### src/common/lcdPkg.sv
package lcdPkg;

	//////////////////////////////
	// Widths

	localparam int nibbleW = 4;	// 4-bit LCD data bus
	localparam int timerW = 20;	// Wide enough for the 15 ms wait

	// One byte seen whole or as its two bus nibbles
	typedef union packed
	{
		logic [2*nibbleW-1:0] raw;	// Host or command table view
		struct packed
		{
			logic [nibbleW-1:0] upper;	// Goes out first
			logic [nibbleW-1:0] lower;	// Goes out second
		} nibbles;
	} lcdByteT;

	//////////////////////////////
	// Byte write timing at 50 MHz

	// Enable high time of every nibble
	localparam logic [timerW-1:0] EnablePulse = timerW'(15);
	// Upper start to lower start, about 1.5 us
	localparam logic [timerW-1:0] NibbleGap = timerW'(75);
	// Lower start to end of write, about 41 us
	localparam logic [timerW-1:0] SettleShort = timerW'(2065);
	// Same for the clear command, about 1.65 ms
	localparam logic [timerW-1:0] SettleClear = timerW'(82515);

	//////////////////////////////
	// Power-on wake-up timing

	// 15 ms of quiet bus after reset
	localparam logic [timerW-1:0] PowerOnWait = timerW'(750000);
	// Gaps measured from each pulse start
	localparam logic [timerW-1:0] WakeGap0 = timerW'(205000);	// 4.1 ms
	localparam logic [timerW-1:0] WakeGap1 = timerW'(5000);	// 100 us
	localparam logic [timerW-1:0] WakeGap2 = timerW'(2000);	// 40 us
	localparam logic [timerW-1:0] WakeGap3 = timerW'(2000);	// 40 us before config

	// Index 0 is sent first
	localparam logic [3:0][nibbleW-1:0] WakeNibbles = {
		4'h2,	// Switch to 4-bit mode
		4'h3,
		4'h3,
		4'h3
	};

	//////////////////////////////
	// Configuration commands

	localparam logic [7:0] CmdFunctionSet = 8'h28;	// 4-bit, two lines, 5x8 font
	localparam logic [7:0] CmdEntryMode = 8'h06;	// Cursor moves right, no shift
	localparam logic [7:0] CmdDisplayOn = 8'h0C;	// Display on, cursor off
	localparam logic [7:0] CmdClear = 8'h01;	// Clear and home, slow

endpackage

### src/lcdInit/lcdPowerOnSequencer.sv
module lcdPowerOnSequencer
(
	input logic Clock,	// 50 MHz
	input logic rstN,	// Async, active low
	output logic wakeEnable,	// Enable during wake-up
	output logic [lcdPkg::nibbleW-1:0] wakeData,	// Wake-up nibble
	output logic wakeDone	// Held high once wake-up is over
);

	import lcdPkg::*;

	//////////////////////////////
	// State

	logic waiting;	// Still in the power-on wait
	logic [1:0] wakeIdx;	// Which wake-up nibble
	logic [timerW-1:0] timer;	// Cycles into current step
	logic [timerW-1:0] stepEnd;	// Last cycle of current step

	//////////////////////////////
	// Step length decode

	always_comb
	begin
		if (waiting)
		begin
			stepEnd = PowerOnWait - timerW'(1);	// Quiet bus first
		end
		else
		begin
			case (wakeIdx)
				2'd0:
				begin
					stepEnd = WakeGap0 - timerW'(1);	// Longest gap
				end
				2'd1:
				begin
					stepEnd = WakeGap1 - timerW'(1);
				end
				2'd2:
				begin
					stepEnd = WakeGap2 - timerW'(1);
				end
				default:
				begin
					stepEnd = WakeGap3 - timerW'(1);	// Before configuration
				end
			endcase
		end
	end

	//////////////////////////////
	// Step walker

	always_ff @(posedge Clock or negedge rstN)
	begin
		if (!rstN)
		begin
			waiting <= 1'b1;
			wakeIdx <= 2'd0;
			timer <= '0;
			wakeDone <= 1'b0;
		end
		else if (!wakeDone)	// Frozen once finished
		begin
			if (timer == stepEnd)
			begin
				timer <= '0;	// Next step starts its pulse at zero
				if (waiting)
				begin
					waiting <= 1'b0;	// First wake-up pulse next
				end
				else if (wakeIdx == 2'd3)
				begin
					wakeDone <= 1'b1;	// Hand the bus over
				end
				else
				begin
					wakeIdx <= wakeIdx + 2'd1;
				end
			end
			else
			begin
				timer <= timer + timerW'(1);
			end
		end
	end

	//////////////////////////////
	// Bus outputs

	// Pulse at the head of every wake-up step
	assign wakeEnable = !waiting && !wakeDone && (timer < EnablePulse);
	// Nibble held for the whole step
	assign wakeData = WakeNibbles[wakeIdx];

endmodule

### src/lcdWrite/lcdByteWriter.sv
module lcdByteWriter
(
	input logic Clock,	// 50 MHz
	input logic rstN,	// Async, active low
	input logic writeStart,	// One-cycle start of a byte write
	input lcdPkg::lcdByteT writeByte,	// Byte to send
	input logic writeRs,	// Register select for this byte
	output logic writeDone,	// One-cycle end of a byte write
	output logic lcdEnable,	// LCD enable
	output logic [lcdPkg::nibbleW-1:0] lcdData,	// LCD data nibble
	output logic lcdRegisterSelect	// LCD register select
);

	import lcdPkg::*;

	//////////////////////////////
	// Control state

	logic busy;	// Write in progress
	logic lowerHalf;	// Lower pulse or settle phase
	logic [timerW-1:0] timer;	// Cycles into current half
	logic [timerW-1:0] halfEnd;	// Last cycle of current half
	logic [timerW-1:0] settleEnd;	// Settle length for this byte

	//////////////////////////////
	// Latched byte

	lcdByteT byteHold;	// Byte under transfer
	logic rsHold;	// Its register select
	logic clearHold;	// Byte is the clear command

	// Clear needs the long settle
	assign settleEnd = clearHold ? SettleClear : SettleShort;

	// Upper half ends at the lower start
	assign halfEnd = lowerHalf ? (settleEnd - timerW'(1)) : (NibbleGap - timerW'(1));

	// Sampled only when a new write starts
	always_ff @(posedge Clock)
	begin
		if (writeStart && !busy)
		begin
			byteHold <= writeByte;
			rsHold <= writeRs;
			clearHold <= (writeByte.raw == CmdClear) && !writeRs;	// Command, not a character
		end
	end

	//////////////////////////////
	// Phase counter

	always_ff @(posedge Clock or negedge rstN)
	begin
		if (!rstN)
		begin
			busy <= 1'b0;
			lowerHalf <= 1'b0;
			timer <= '0;
			writeDone <= 1'b0;
		end
		else
		begin
			writeDone <= 1'b0;	// Pulse by default
			if (!busy)
			begin
				busy <= writeStart;	// Upper pulse next cycle
				lowerHalf <= 1'b0;
				timer <= '0;
			end
			else if (timer == halfEnd)
			begin
				timer <= '0;	// Restart for lower pulse
				if (lowerHalf)
				begin
					busy <= 1'b0;	// Settle over
					writeDone <= 1'b1;
				end
				else
				begin
					lowerHalf <= 1'b1;	// Upper gap over
				end
			end
			else
			begin
				timer <= timer + timerW'(1);
			end
		end
	end

	//////////////////////////////
	// Bus outputs

	// Head of each half is the pulse
	assign lcdEnable = busy && (timer < EnablePulse);

	// Lower nibble set up as soon as the upper pulse ends
	always_comb
	begin
		if (lowerHalf || (busy && timer >= EnablePulse))
		begin
			lcdData = byteHold.nibbles.lower;
		end
		else
		begin
			lcdData = byteHold.nibbles.upper;
		end
	end

	assign lcdRegisterSelect = rsHold;	// Steady across both nibbles

endmodule

### src/lcdCommandSequencer.sv
module lcdCommandSequencer
(
	input logic Clock,	// 50 MHz
	input logic rstN,	// Async, active low
	input logic wakeDone,	// Wake-up finished
	input logic writeDone,	// Byte writer finished
	input logic [7:0] data,	// Host byte
	input logic dataValid,	// Host byte valid
	output logic writeStart,	// Start pulse to byte writer
	output lcdPkg::lcdByteT writeByte,	// Byte for byte writer
	output logic writeRs,	// Register select for byte writer
	output logic readyForData	// Free to take a host byte
);

	import lcdPkg::*;

	//////////////////////////////
	// Command table

	function automatic logic [7:0] cmdTable(input logic [1:0] idx);
		case (idx)
			2'd0: return CmdFunctionSet;
			2'd1: return CmdEntryMode;
			2'd2: return CmdDisplayOn;
			default: return CmdClear;	// Last, long settle
		endcase
	endfunction

	//////////////////////////////
	// State

	logic configDone;	// All four commands written
	logic writeBusy;	// Configuration write in flight
	logic [1:0] cmdIdx;	// Command being written
	logic [1:0] cmdSel;	// Command to issue now
	logic startFirst;	// Function set right after wake-up
	logic chainNext;	// Next command after a done
	logic accept;	// Host handshake fires

	assign startFirst = !configDone && !writeBusy && wakeDone;
	assign chainNext = !configDone && writeDone && (cmdIdx != 2'd3);
	assign accept = configDone && readyForData && dataValid;

	// Chained command is one past the finished one
	assign cmdSel = startFirst ? cmdIdx : (cmdIdx + 2'd1);

	//////////////////////////////
	// Byte to writer

	always_ff @(posedge Clock)
	begin
		if (startFirst || chainNext)
		begin
			writeByte.raw <= cmdTable(cmdSel);
			writeRs <= 1'b0;	// Instruction register
		end
		else if (accept)
		begin
			writeByte.raw <= data;	// Character
			writeRs <= 1'b1;	// Data register
		end
	end

	//////////////////////////////
	// Sequence control

	always_ff @(posedge Clock or negedge rstN)
	begin
		if (!rstN)
		begin
			configDone <= 1'b0;
			writeBusy <= 1'b0;
			cmdIdx <= 2'd0;
			writeStart <= 1'b0;
			readyForData <= 1'b0;
		end
		else
		begin
			writeStart <= startFirst || chainNext || accept;	// One write in flight
			if (startFirst)
			begin
				writeBusy <= 1'b1;
			end
			else if (chainNext)
			begin
				cmdIdx <= cmdIdx + 2'd1;
			end
			else if (!configDone && writeDone)
			begin
				configDone <= 1'b1;	// Clear finished
				writeBusy <= 1'b0;
				readyForData <= 1'b1;
			end
			else if (accept)
			begin
				readyForData <= 1'b0;	// Hold off until written
			end
			else if (configDone && writeDone)
			begin
				readyForData <= 1'b1;	// Character finished
			end
		end
	end

endmodule

### src/lcdController.sv
module lcdController
(
	input logic Clock,	// 50 MHz
	input logic rstN,	// Async, active low
	input logic [7:0] data,	// Host byte
	input logic dataValid,	// Host byte valid
	output logic readyForData,	// Free to take a host byte
	output logic lcdEnable,	// LCD enable
	output logic lcdRegisterSelect,	// 0 command, 1 character
	output logic lcdReadWrite,	// Write only
	output logic lcdStrataFlashControl,	// Flash kept off the shared bus
	output logic [lcdPkg::nibbleW-1:0] lcdData	// LCD data nibble
);

	import lcdPkg::*;

	//////////////////////////////
	// Internal wiring

	logic wakeEnable;	// From power-on sequencer
	logic [nibbleW-1:0] wakeData;
	logic wakeDone;

	logic writeStart;	// Sequencer to byte writer
	lcdByteT writeByte;
	logic writeRs;
	logic writeDone;

	logic byteEnable;	// From byte writer
	logic [nibbleW-1:0] byteData;
	logic byteRs;

	lcdPowerOnSequencer powerOn0 (
		.Clock(Clock),
		.rstN(rstN),
		.wakeEnable(wakeEnable),
		.wakeData(wakeData),
		.wakeDone(wakeDone)
	);

	lcdCommandSequencer cmdSeq0 (
		.Clock(Clock),
		.rstN(rstN),
		.wakeDone(wakeDone),
		.writeDone(writeDone),
		.data(data),
		.dataValid(dataValid),
		.writeStart(writeStart),
		.writeByte(writeByte),
		.writeRs(writeRs),
		.readyForData(readyForData)
	);

	lcdByteWriter byteWriter0 (
		.Clock(Clock),
		.rstN(rstN),
		.writeStart(writeStart),
		.writeByte(writeByte),
		.writeRs(writeRs),
		.writeDone(writeDone),
		.lcdEnable(byteEnable),
		.lcdData(byteData),
		.lcdRegisterSelect(byteRs)
	);

	//////////////////////////////
	// LCD bus select

	assign lcdEnable = wakeDone ? byteEnable : wakeEnable;
	assign lcdData = wakeDone ? byteData : wakeData;
	assign lcdRegisterSelect = wakeDone && byteRs;	// Wake-up nibbles are commands

	assign lcdReadWrite = 1'b0;	// Never reads busy flag
	assign lcdStrataFlashControl = 1'b1;

endmodule
### config.mk
export PLATFORM = sky130hd
export DESIGN_NAME = lcdController
export DESIGN_NICKNAME = d
export VERILOG_FILES = /design/src/common/lcdPkg.sv /design/src/lcdInit/lcdPowerOnSequencer.sv /design/src/lcdWrite/lcdByteWriter.sv /design/src/lcdCommandSequencer.sv /design/src/lcdController.sv
export SDC_FILE = /design/constraint.sdc
export NUM_CORES = 1
export LEC_CHECK = 0
export ABC_CLOCK_PERIOD_IN_PS = 3600
export BUFFER_PORTS_ARGS = -buffer_cell sky130_fd_sc_hd__buf_4
export CAP_MARGIN = 20
export CORE_MARGIN = 8
export CORE_UTILIZATION = 30
export DETAILED_ROUTE_END_ITERATION = 16
export PLACE_DENSITY = 0.55
export SLEW_MARGIN = 30
export SYNTH_ARGS = -nofsm -noshare
export SYNTH_HDL_FRONTEND = slang
export SYNTH_HIERARCHICAL = 1
export SYNTH_SLANG_ARGS = --single-unit
### constraint.sdc
create_clock -name Clock -period 3.6 [get_ports Clock]
set_input_delay 0.9 -clock Clock [delete_from_list [all_inputs] [get_ports Clock]]
set_output_delay 0.9 -clock Clock [all_outputs]
set_load 0.02 [all_outputs]
==> results.toml, run 1 <==
[floorplan]
core_mm2 = 0.01330
die_h_um = 132.7
ios = 20
rows = 42
initial_core_util_pct = 30.73
die_area_mm2 = 0.01761
die_w_um = 132.7

[detailed_routing]
first_pass_iters = 4
wl_per_cell_um = 14.93
drtIter0Drc = 134
avgViaCountPerCell = 5.085
wirelength_um = 8734
vias = 2975
postRouteAntennaNets = 0
drc_errors = 0

[timing]
skew_ns = 0.004983
slew_headroom_pct = 41.88
fmax_mhz = 311.4
rsz0062_at_grt = "false"
worstMarginPinSlew_ns = 0.8701
finalHoldViolations = 0
finalMaxSlewViolations = 0
fin_crit_sh_pct = 89.20
setup_viol = 0
setup_tns_ns = 0
post-route-min-period_ns = 3.211
whs_ns = 0.4505

[layout]
drive_above_1_share_pct = 15.16
antenna_cells = 0
nets = 424
area_delta_synth_final_pct = 13.20

[cts]
hold_buffers = 0
clk_latency_ns = 0.33
cts-resized-gates = 0
clk_pin_slew_ns = 0.06
clockRootBuffer = "clkbuf_16"
clkSinkCount = 72
cts_max_level = 3
post_cts_buffers = 0
cts_tree = "done"
clockBufferDepth = 2
cts_buffers = 9

[critical_path]
critPathKind = "reg2out"
cp-end-kind = "output port"
critPathLaunchType = "flop"
critPathArrivalTime_ns = 2.31
cp.required_ns = 2.70
crit_fanout = 6

[flow_run]
cap_violations = 0

[grt]
grtUsageTotal_pct = 10.47
grt_max_degree = 54
antenna_found_initial = 0
grt_pass1_vias = 3120
grt_overflow_total = 0
grt_pass1_wl_um = 15210

[logic_synthesis]
yosysWarnings = 6
synth_flop_cell = "dfrtp_1"
seq_area_frac_synth_pct = 46.22
synth-seq-cells = 72
syn_area_mm2 = 0.004085
synthArstFlopShare_pct = 73.61
syn_inst = 396
ys_types = 67
synth_edf_count = 18
avgSynthCellArea_um2 = 10.32

[place]
place.detailed.hpwl_um = 6141
port_buffers = 17
gp_congestion = 0.8127

[power]
powerDensity_mw_per_mm2 = 389.1
p_leak_nw = 1.825
ir_drop_mv = 0.2076

[min_path]
hp-class = "reg2reg"

[run_status]
status = "complete, no violations"
-- worst max-delay path, cell delays in order (launching register included) --
cell      delay (ns)
dfrtp_1         0.43
ha_1            0.26
nand3_1         0.25
nand4_1         0.27
o211ai_1        0.25
nand3_1         0.10
mux2_2          0.27
buf_4           0.16
-- where the power goes --
part | total (mW) | internal (mW) | switching [mW]
logic | 0.0331 | 0.0129 | 0.0202
clock network | 0.931 | 0.587 | 0.343
registers | 0.835 | 0.835 | 0
-- cells in the mapped netlist (5+ instances only) --
| cell | n | area [um2] |
|---|---|---|
| mux2_2 | 5 | 56.30 |
| edfxtp_1 | 18 | 540.5 |
| clkbuf_1 | 7 | 26.28 |
| buf_2 | 5 | 25.02 |
| dfrtp_1 | 52 | 1301 |
| ha_1 | 9 | 112.6 |
| nor3_1 | 13 | 65.06 |
| nor2_1 | 41 | 153.9 |
| nand4b_1 | 5 | 43.79 |
| buf_4 | 6 | 45.04 |
| nand2_1 | 24 | 90.09 |
| xnor2_1 | 26 | 227.7 |
| nand3_1 | 23 | 115.1 |
| nor4_1 | 12 | 75.07 |
| a211oi_1 | 10 | 75.07 |
| inv_1 | 14 | 52.55 |
| xor2_1 | 12 | 105.1 |
| o211ai_1 | 6 | 45.04 |
| nor2b_1 | 7 | 43.79 |
| nand4_1 | 11 | 68.82 |
| and3_1 | 5 | 31.28 |
| and4_1 | 5 | 43.79 |
| a21oi_1 | 5 | 25.02 |
-- stage by stage --
step                instances  setup slack, ns  util, %  total power [mW]  cell area [um2]
floorplan                 397            1.142        -            0.8649             4089
CTS                       585           0.3581    34.78             1.818             4624
global placement          569           0.8532    32.36            0.8849             4303
finish                    585           0.3889    34.78             1.799             4624
global route              585           0.2411    34.78             1.858             4624
detailed placement        569           0.7383    32.36            0.8851             4303
-- layer usage --
layer | track usage, % | part of all wire (%) | vias to the layer above
met2 | 17.07 | 46 | 78
met5 | 0 | 0 | -
met4 | 4.479 | 2.1 | 0
met1 | 12.81 | 47 | 1438
met3 | 2.725 | 4.6 | 15
li1 | - | - | 1444
-- kinds of logic (layout without fill, tap and decap cells) --
family,after synthesis,in the layout,synth area share (%)
simple gates,174,174,24.75
other cells,4,5,0.3674
fa+ha+maj,9,9,2.757
mux,14,14,3.828
buf+inv,36,48,4.747
flops,72,72,46.22
xor+xnor,38,38,8.147
compound gates,49,49,9.188
-- state kept, by name (all words and copies together), names as in the netlist, 2 cells and up --
name	flops
byteWriter0/byteHold	8
powerOn0/timer	20
powerOn0/wakeIdx	2
cmdSeq0/writeByte	8
byteWriter0/timer	20
cmdSeq0/cmdIdx	2
-- final cells by class --
class                           instances  area, um2
Timing Repair Buffer                   18      135.1
Tap cell                              176      220.2
Sequential cell                        72       1888
Inverter                               14      52.55
Multi-Input combinational cell        289       2007
Clock inverter                          3      18.77
Fill cell                            1331       8671
Clock buffer                           13      302.8
-- placed cells by master (no fill, tap or decap), types with 5 or more instances in the layout --
cell type  netlist  routed
inv_1           14      14
nand3_1         23      23
a211oi_1        10      10
nand4_1         11      11
xor2_1          12      12
and3_1           5       5
nor2_1          41      41
nor3_1          13      13
nand4b_1         5       5
conb_1           4       5
xnor2_1         26      26
nand2_1         24      24
o211ai_1         6       6
nor4_1          12      12
ha_1             9       9
nor2b_1          7       7
a21oi_1          5       5
buf_4            6      18
edfxtp_1        18      18
and4_1           5       5
clkbuf_16        0      11
mux2_2           5       5
dfrtp_1         52      52
-- worst paths after layout --
check | cells past startpoint | slack, ns | endpoint | start
max reg2reg | 7 | 1.16 | powerOn0/timer[7]$_DFFE_PN0N_ | powerOn0/wakeIdx[1]$_DFFE_PN0P_
min | 0 | 0.45 | byteWriter0/byteHold[5]$_DFFE_PP_ | cmdSeq0/writeByte[5]$_DFFE_PP_
max in group asynchronous | 1 | 2.50 | byteWriter0/timer[8]$_DFF_PN0_ | rstN
max | 7 | 0.39 | lcdData[2] | byteWriter0/timer[0]$_DFF_PN0_
min reg2reg | 0 | 0.45 | byteWriter0/byteHold[5]$_DFFE_PP_ | cmdSeq0/writeByte[5]$_DFFE_PP_
min in group asynchronous | 1 | 0.62 | cmdSeq0/readyForData$_DFFE_PN0P_ | rstN
No activity file was read; power rests on OpenSTA's default activity.
==> run 2, diff against run 1 <==
--- a/config.mk
+++ b/config.mk
@@ -5,7 +5,7 @@
 export SDC_FILE = /design/constraint.sdc
 export NUM_CORES = 1
 export LEC_CHECK = 0
-export ABC_CLOCK_PERIOD_IN_PS = 3600
+export ABC_CLOCK_PERIOD_IN_PS = 4050
 export BUFFER_PORTS_ARGS = -buffer_cell sky130_fd_sc_hd__buf_4
 export CAP_MARGIN = 20
 export CORE_MARGIN = 8
==> constraint.sdc (replaced) <==
create_clock -name Clock -period 4.05 [get_ports Clock]
set_input_delay 1.0125 -clock Clock [delete_from_list [all_inputs] [get_ports Clock]]
set_output_delay 1.0125 -clock Clock [all_outputs]
set_load 0.02 [all_outputs]
==> run 2 against run 1 <==
  * Via count increased by 0.57%
  * Sequential power is 11% lower
  * Cell count shrank 0.17%
  * Critical path depth unchanged
  * Worst setup slack improved by 0.32 ns
  * First-iteration DRC count is 52% higher
  * Worst hold slack better by 0.0039 ns
  * Combinational power is 12% lower
  * Utilization decreased by 0.23 points
  * Wire length increased by 1.6%
  * Critical path type unchanged
  * Largest cell class unchanged
==> results.toml, run 2 (synthesized netlist as in run 1, its figures left out) <==
[timing]
finalMaxSlewViolations = 0
whs_ns = 0.4544
fin_crit_sh_pct = 82.55
skew_ns = 0.007556
fin_ws_ns = 0.7069
setup_viol = 0
rsz0062_at_grt = "false"
worstMarginPinSlew_ns = 0.8575
setup_tns_ns = 0
fmax_mhz = 299.1
slew_headroom_pct = 42.83
post-route-min-period_ns = 3.343
finalHoldViolations = 0

[floorplan]
die_h_um = 132.7
rows = 42
ios = 20
initial_core_util_pct = 30.73
core_mm2 = 0.01330
die_w_um = 132.7
die_area_mm2 = 0.01761

[grt]
antenna_found_initial = 0
grtUsageTotal_pct = 10.69
grt_pass1_vias = 3000
grt_pass1_wl_um = 15440
grt_max_degree = 54
grt_overflow_total = 0

[critical_path]
rr_startpoint = "powerOn0/wakeIdx[1]$_DFFE_PN0P_"
critPathKind = "reg2out"
crit_buf_inv = 1
crit_path_top_delay_cell = "dfrtp_1"
cp_common_cell = "nand3_1"
rr_worst_depth = 7
cp-startpoint = "byteWriter0/timer[1]$_DFF_PN0_"
crit_family = "simple AND/OR/NAND/NOR gates"
critPathArrivalTime_ns = 2.33
crit_chain = "ha_1 > nand3_1 > nand4_1 > o211ai_1 > nand3_1 > mux2_2 > buf_4"
critPathLaunchType = "flop"
cp-end-kind = "output port"
max_stage_delay_ns = 0.44
cp_num_cells = 7
crit_fanout = 7
cp.required_ns = 3.04

[layout]
final_cell_mix = "dfrtp_1, nor2_1, xnor2_1"
multi_input_area_mm2 = 0.002009
area_delta_synth_final_pct = 12.47
drive_above_1_share_pct = 14.71
largestRegisters = "byteWriter0/timer (20), powerOn0/timer (20)"
antenna_cells = 0
fill_cells = 1309
nets = 423
layout_commonest_cell = "dfrtp_1"
regArea_mm2 = 0.001888

[power]
ir_drop_mv = 0.3473
powerDensity_mw_per_mm2 = 341.8
p_leak_nw = 1.806

[cts]
clk_pin_slew_ns = 0.06
cts-resized-gates = 0
clockBufferDepth = 2
clockRootBuffer = "clkbuf_16"
clk_latency_ns = 0.33
cts_max_level = 3
cts_buffers = 9
hold_buffers = 0
cts_tree = "done"
post_cts_buffers = 0
clkSinkCount = 72

[detailed_routing]
wl_per_cell_um = 15.20
vias = 2992
wirelength_um = 8874
drc_errors = 0
first_pass_iters = 4
avgViaCountPerCell = 5.123
drtIter0Drc = 204
postRouteAntennaNets = 0

[place]
port_buffers = 17
gp_congestion = 0.7969
dp_slack_ns = 1.081
place.detailed.hpwl_um = 6274

[min_path]
whs_path_depth = 0
hp-class = "reg2reg"
worstHoldStart = "cmdSeq0/writeByte[5]$_DFFE_PP_"

[run_status]
status = "complete, no violations"

[flow_run]
cap_violations = 0
-- run 2: final timing paths --
kind / slack, ns / endpoint
max: 0.71 / lcdData[3]
min: 0.45 / byteWriter0/byteHold[5]$_DFFE_PP_
max reg2reg: 1.62 / powerOn0/timer[14]$_DFFE_PN0N_
min reg2reg: 0.45 / byteWriter0/byteHold[5]$_DFFE_PP_
max in group asynchronous: 2.85 / byteWriter0/timer[19]$_DFF_PN0_
min in group asynchronous: 0.70 / byteWriter0/timer[1]$_DFF_PN0_
-- run 2: cell type report --
| class | instances | share of cell area [%] |
|---|---|---|
| Clock buffer | 10 | 5.202 |
| Inverter | 14 | 1.144 |
| Timing Repair Buffer | 17 | 2.778 |
| Tap cell | 176 | 4.793 |
| Clock inverter | 6 | 1.253 |
| Multi-Input combinational cell | 289 | 43.74 |
| Sequential cell | 72 | 41.09 |
-- run 2: per-stage QoR --
step | total power [mW] | cells | area [um2] | utilization (%)
detailed placement | 0.7868 | 568 | 4295 | 32.31
global placement | 0.7864 | 568 | 4295 | 32.31
floorplan | 0.7688 | 397 | 4089 | -
finish | 1.570 | 584 | 4594 | 34.56
CTS | 1.595 | 584 | 4592 | 34.54
global route | 1.624 | 584 | 4594 | 34.56
-- run 2: where the power goes --
part           internal (mW)  total (mW)  switching, mW
Clock                  0.490       0.799          0.309
Sequential             0.743       0.743              0
Combinational         0.0115      0.0292         0.0177
Total                   1.24        1.57          0.327
-- run 2: routing by layer --
metal,GRT usage [%],routed length [um],up-vias
met3,3.066,382,10
met5,0,0,-
met2,17.24,4199,54
met1,13.48,4215,1489
li1,-,-,1439
met4,3.407,76,0
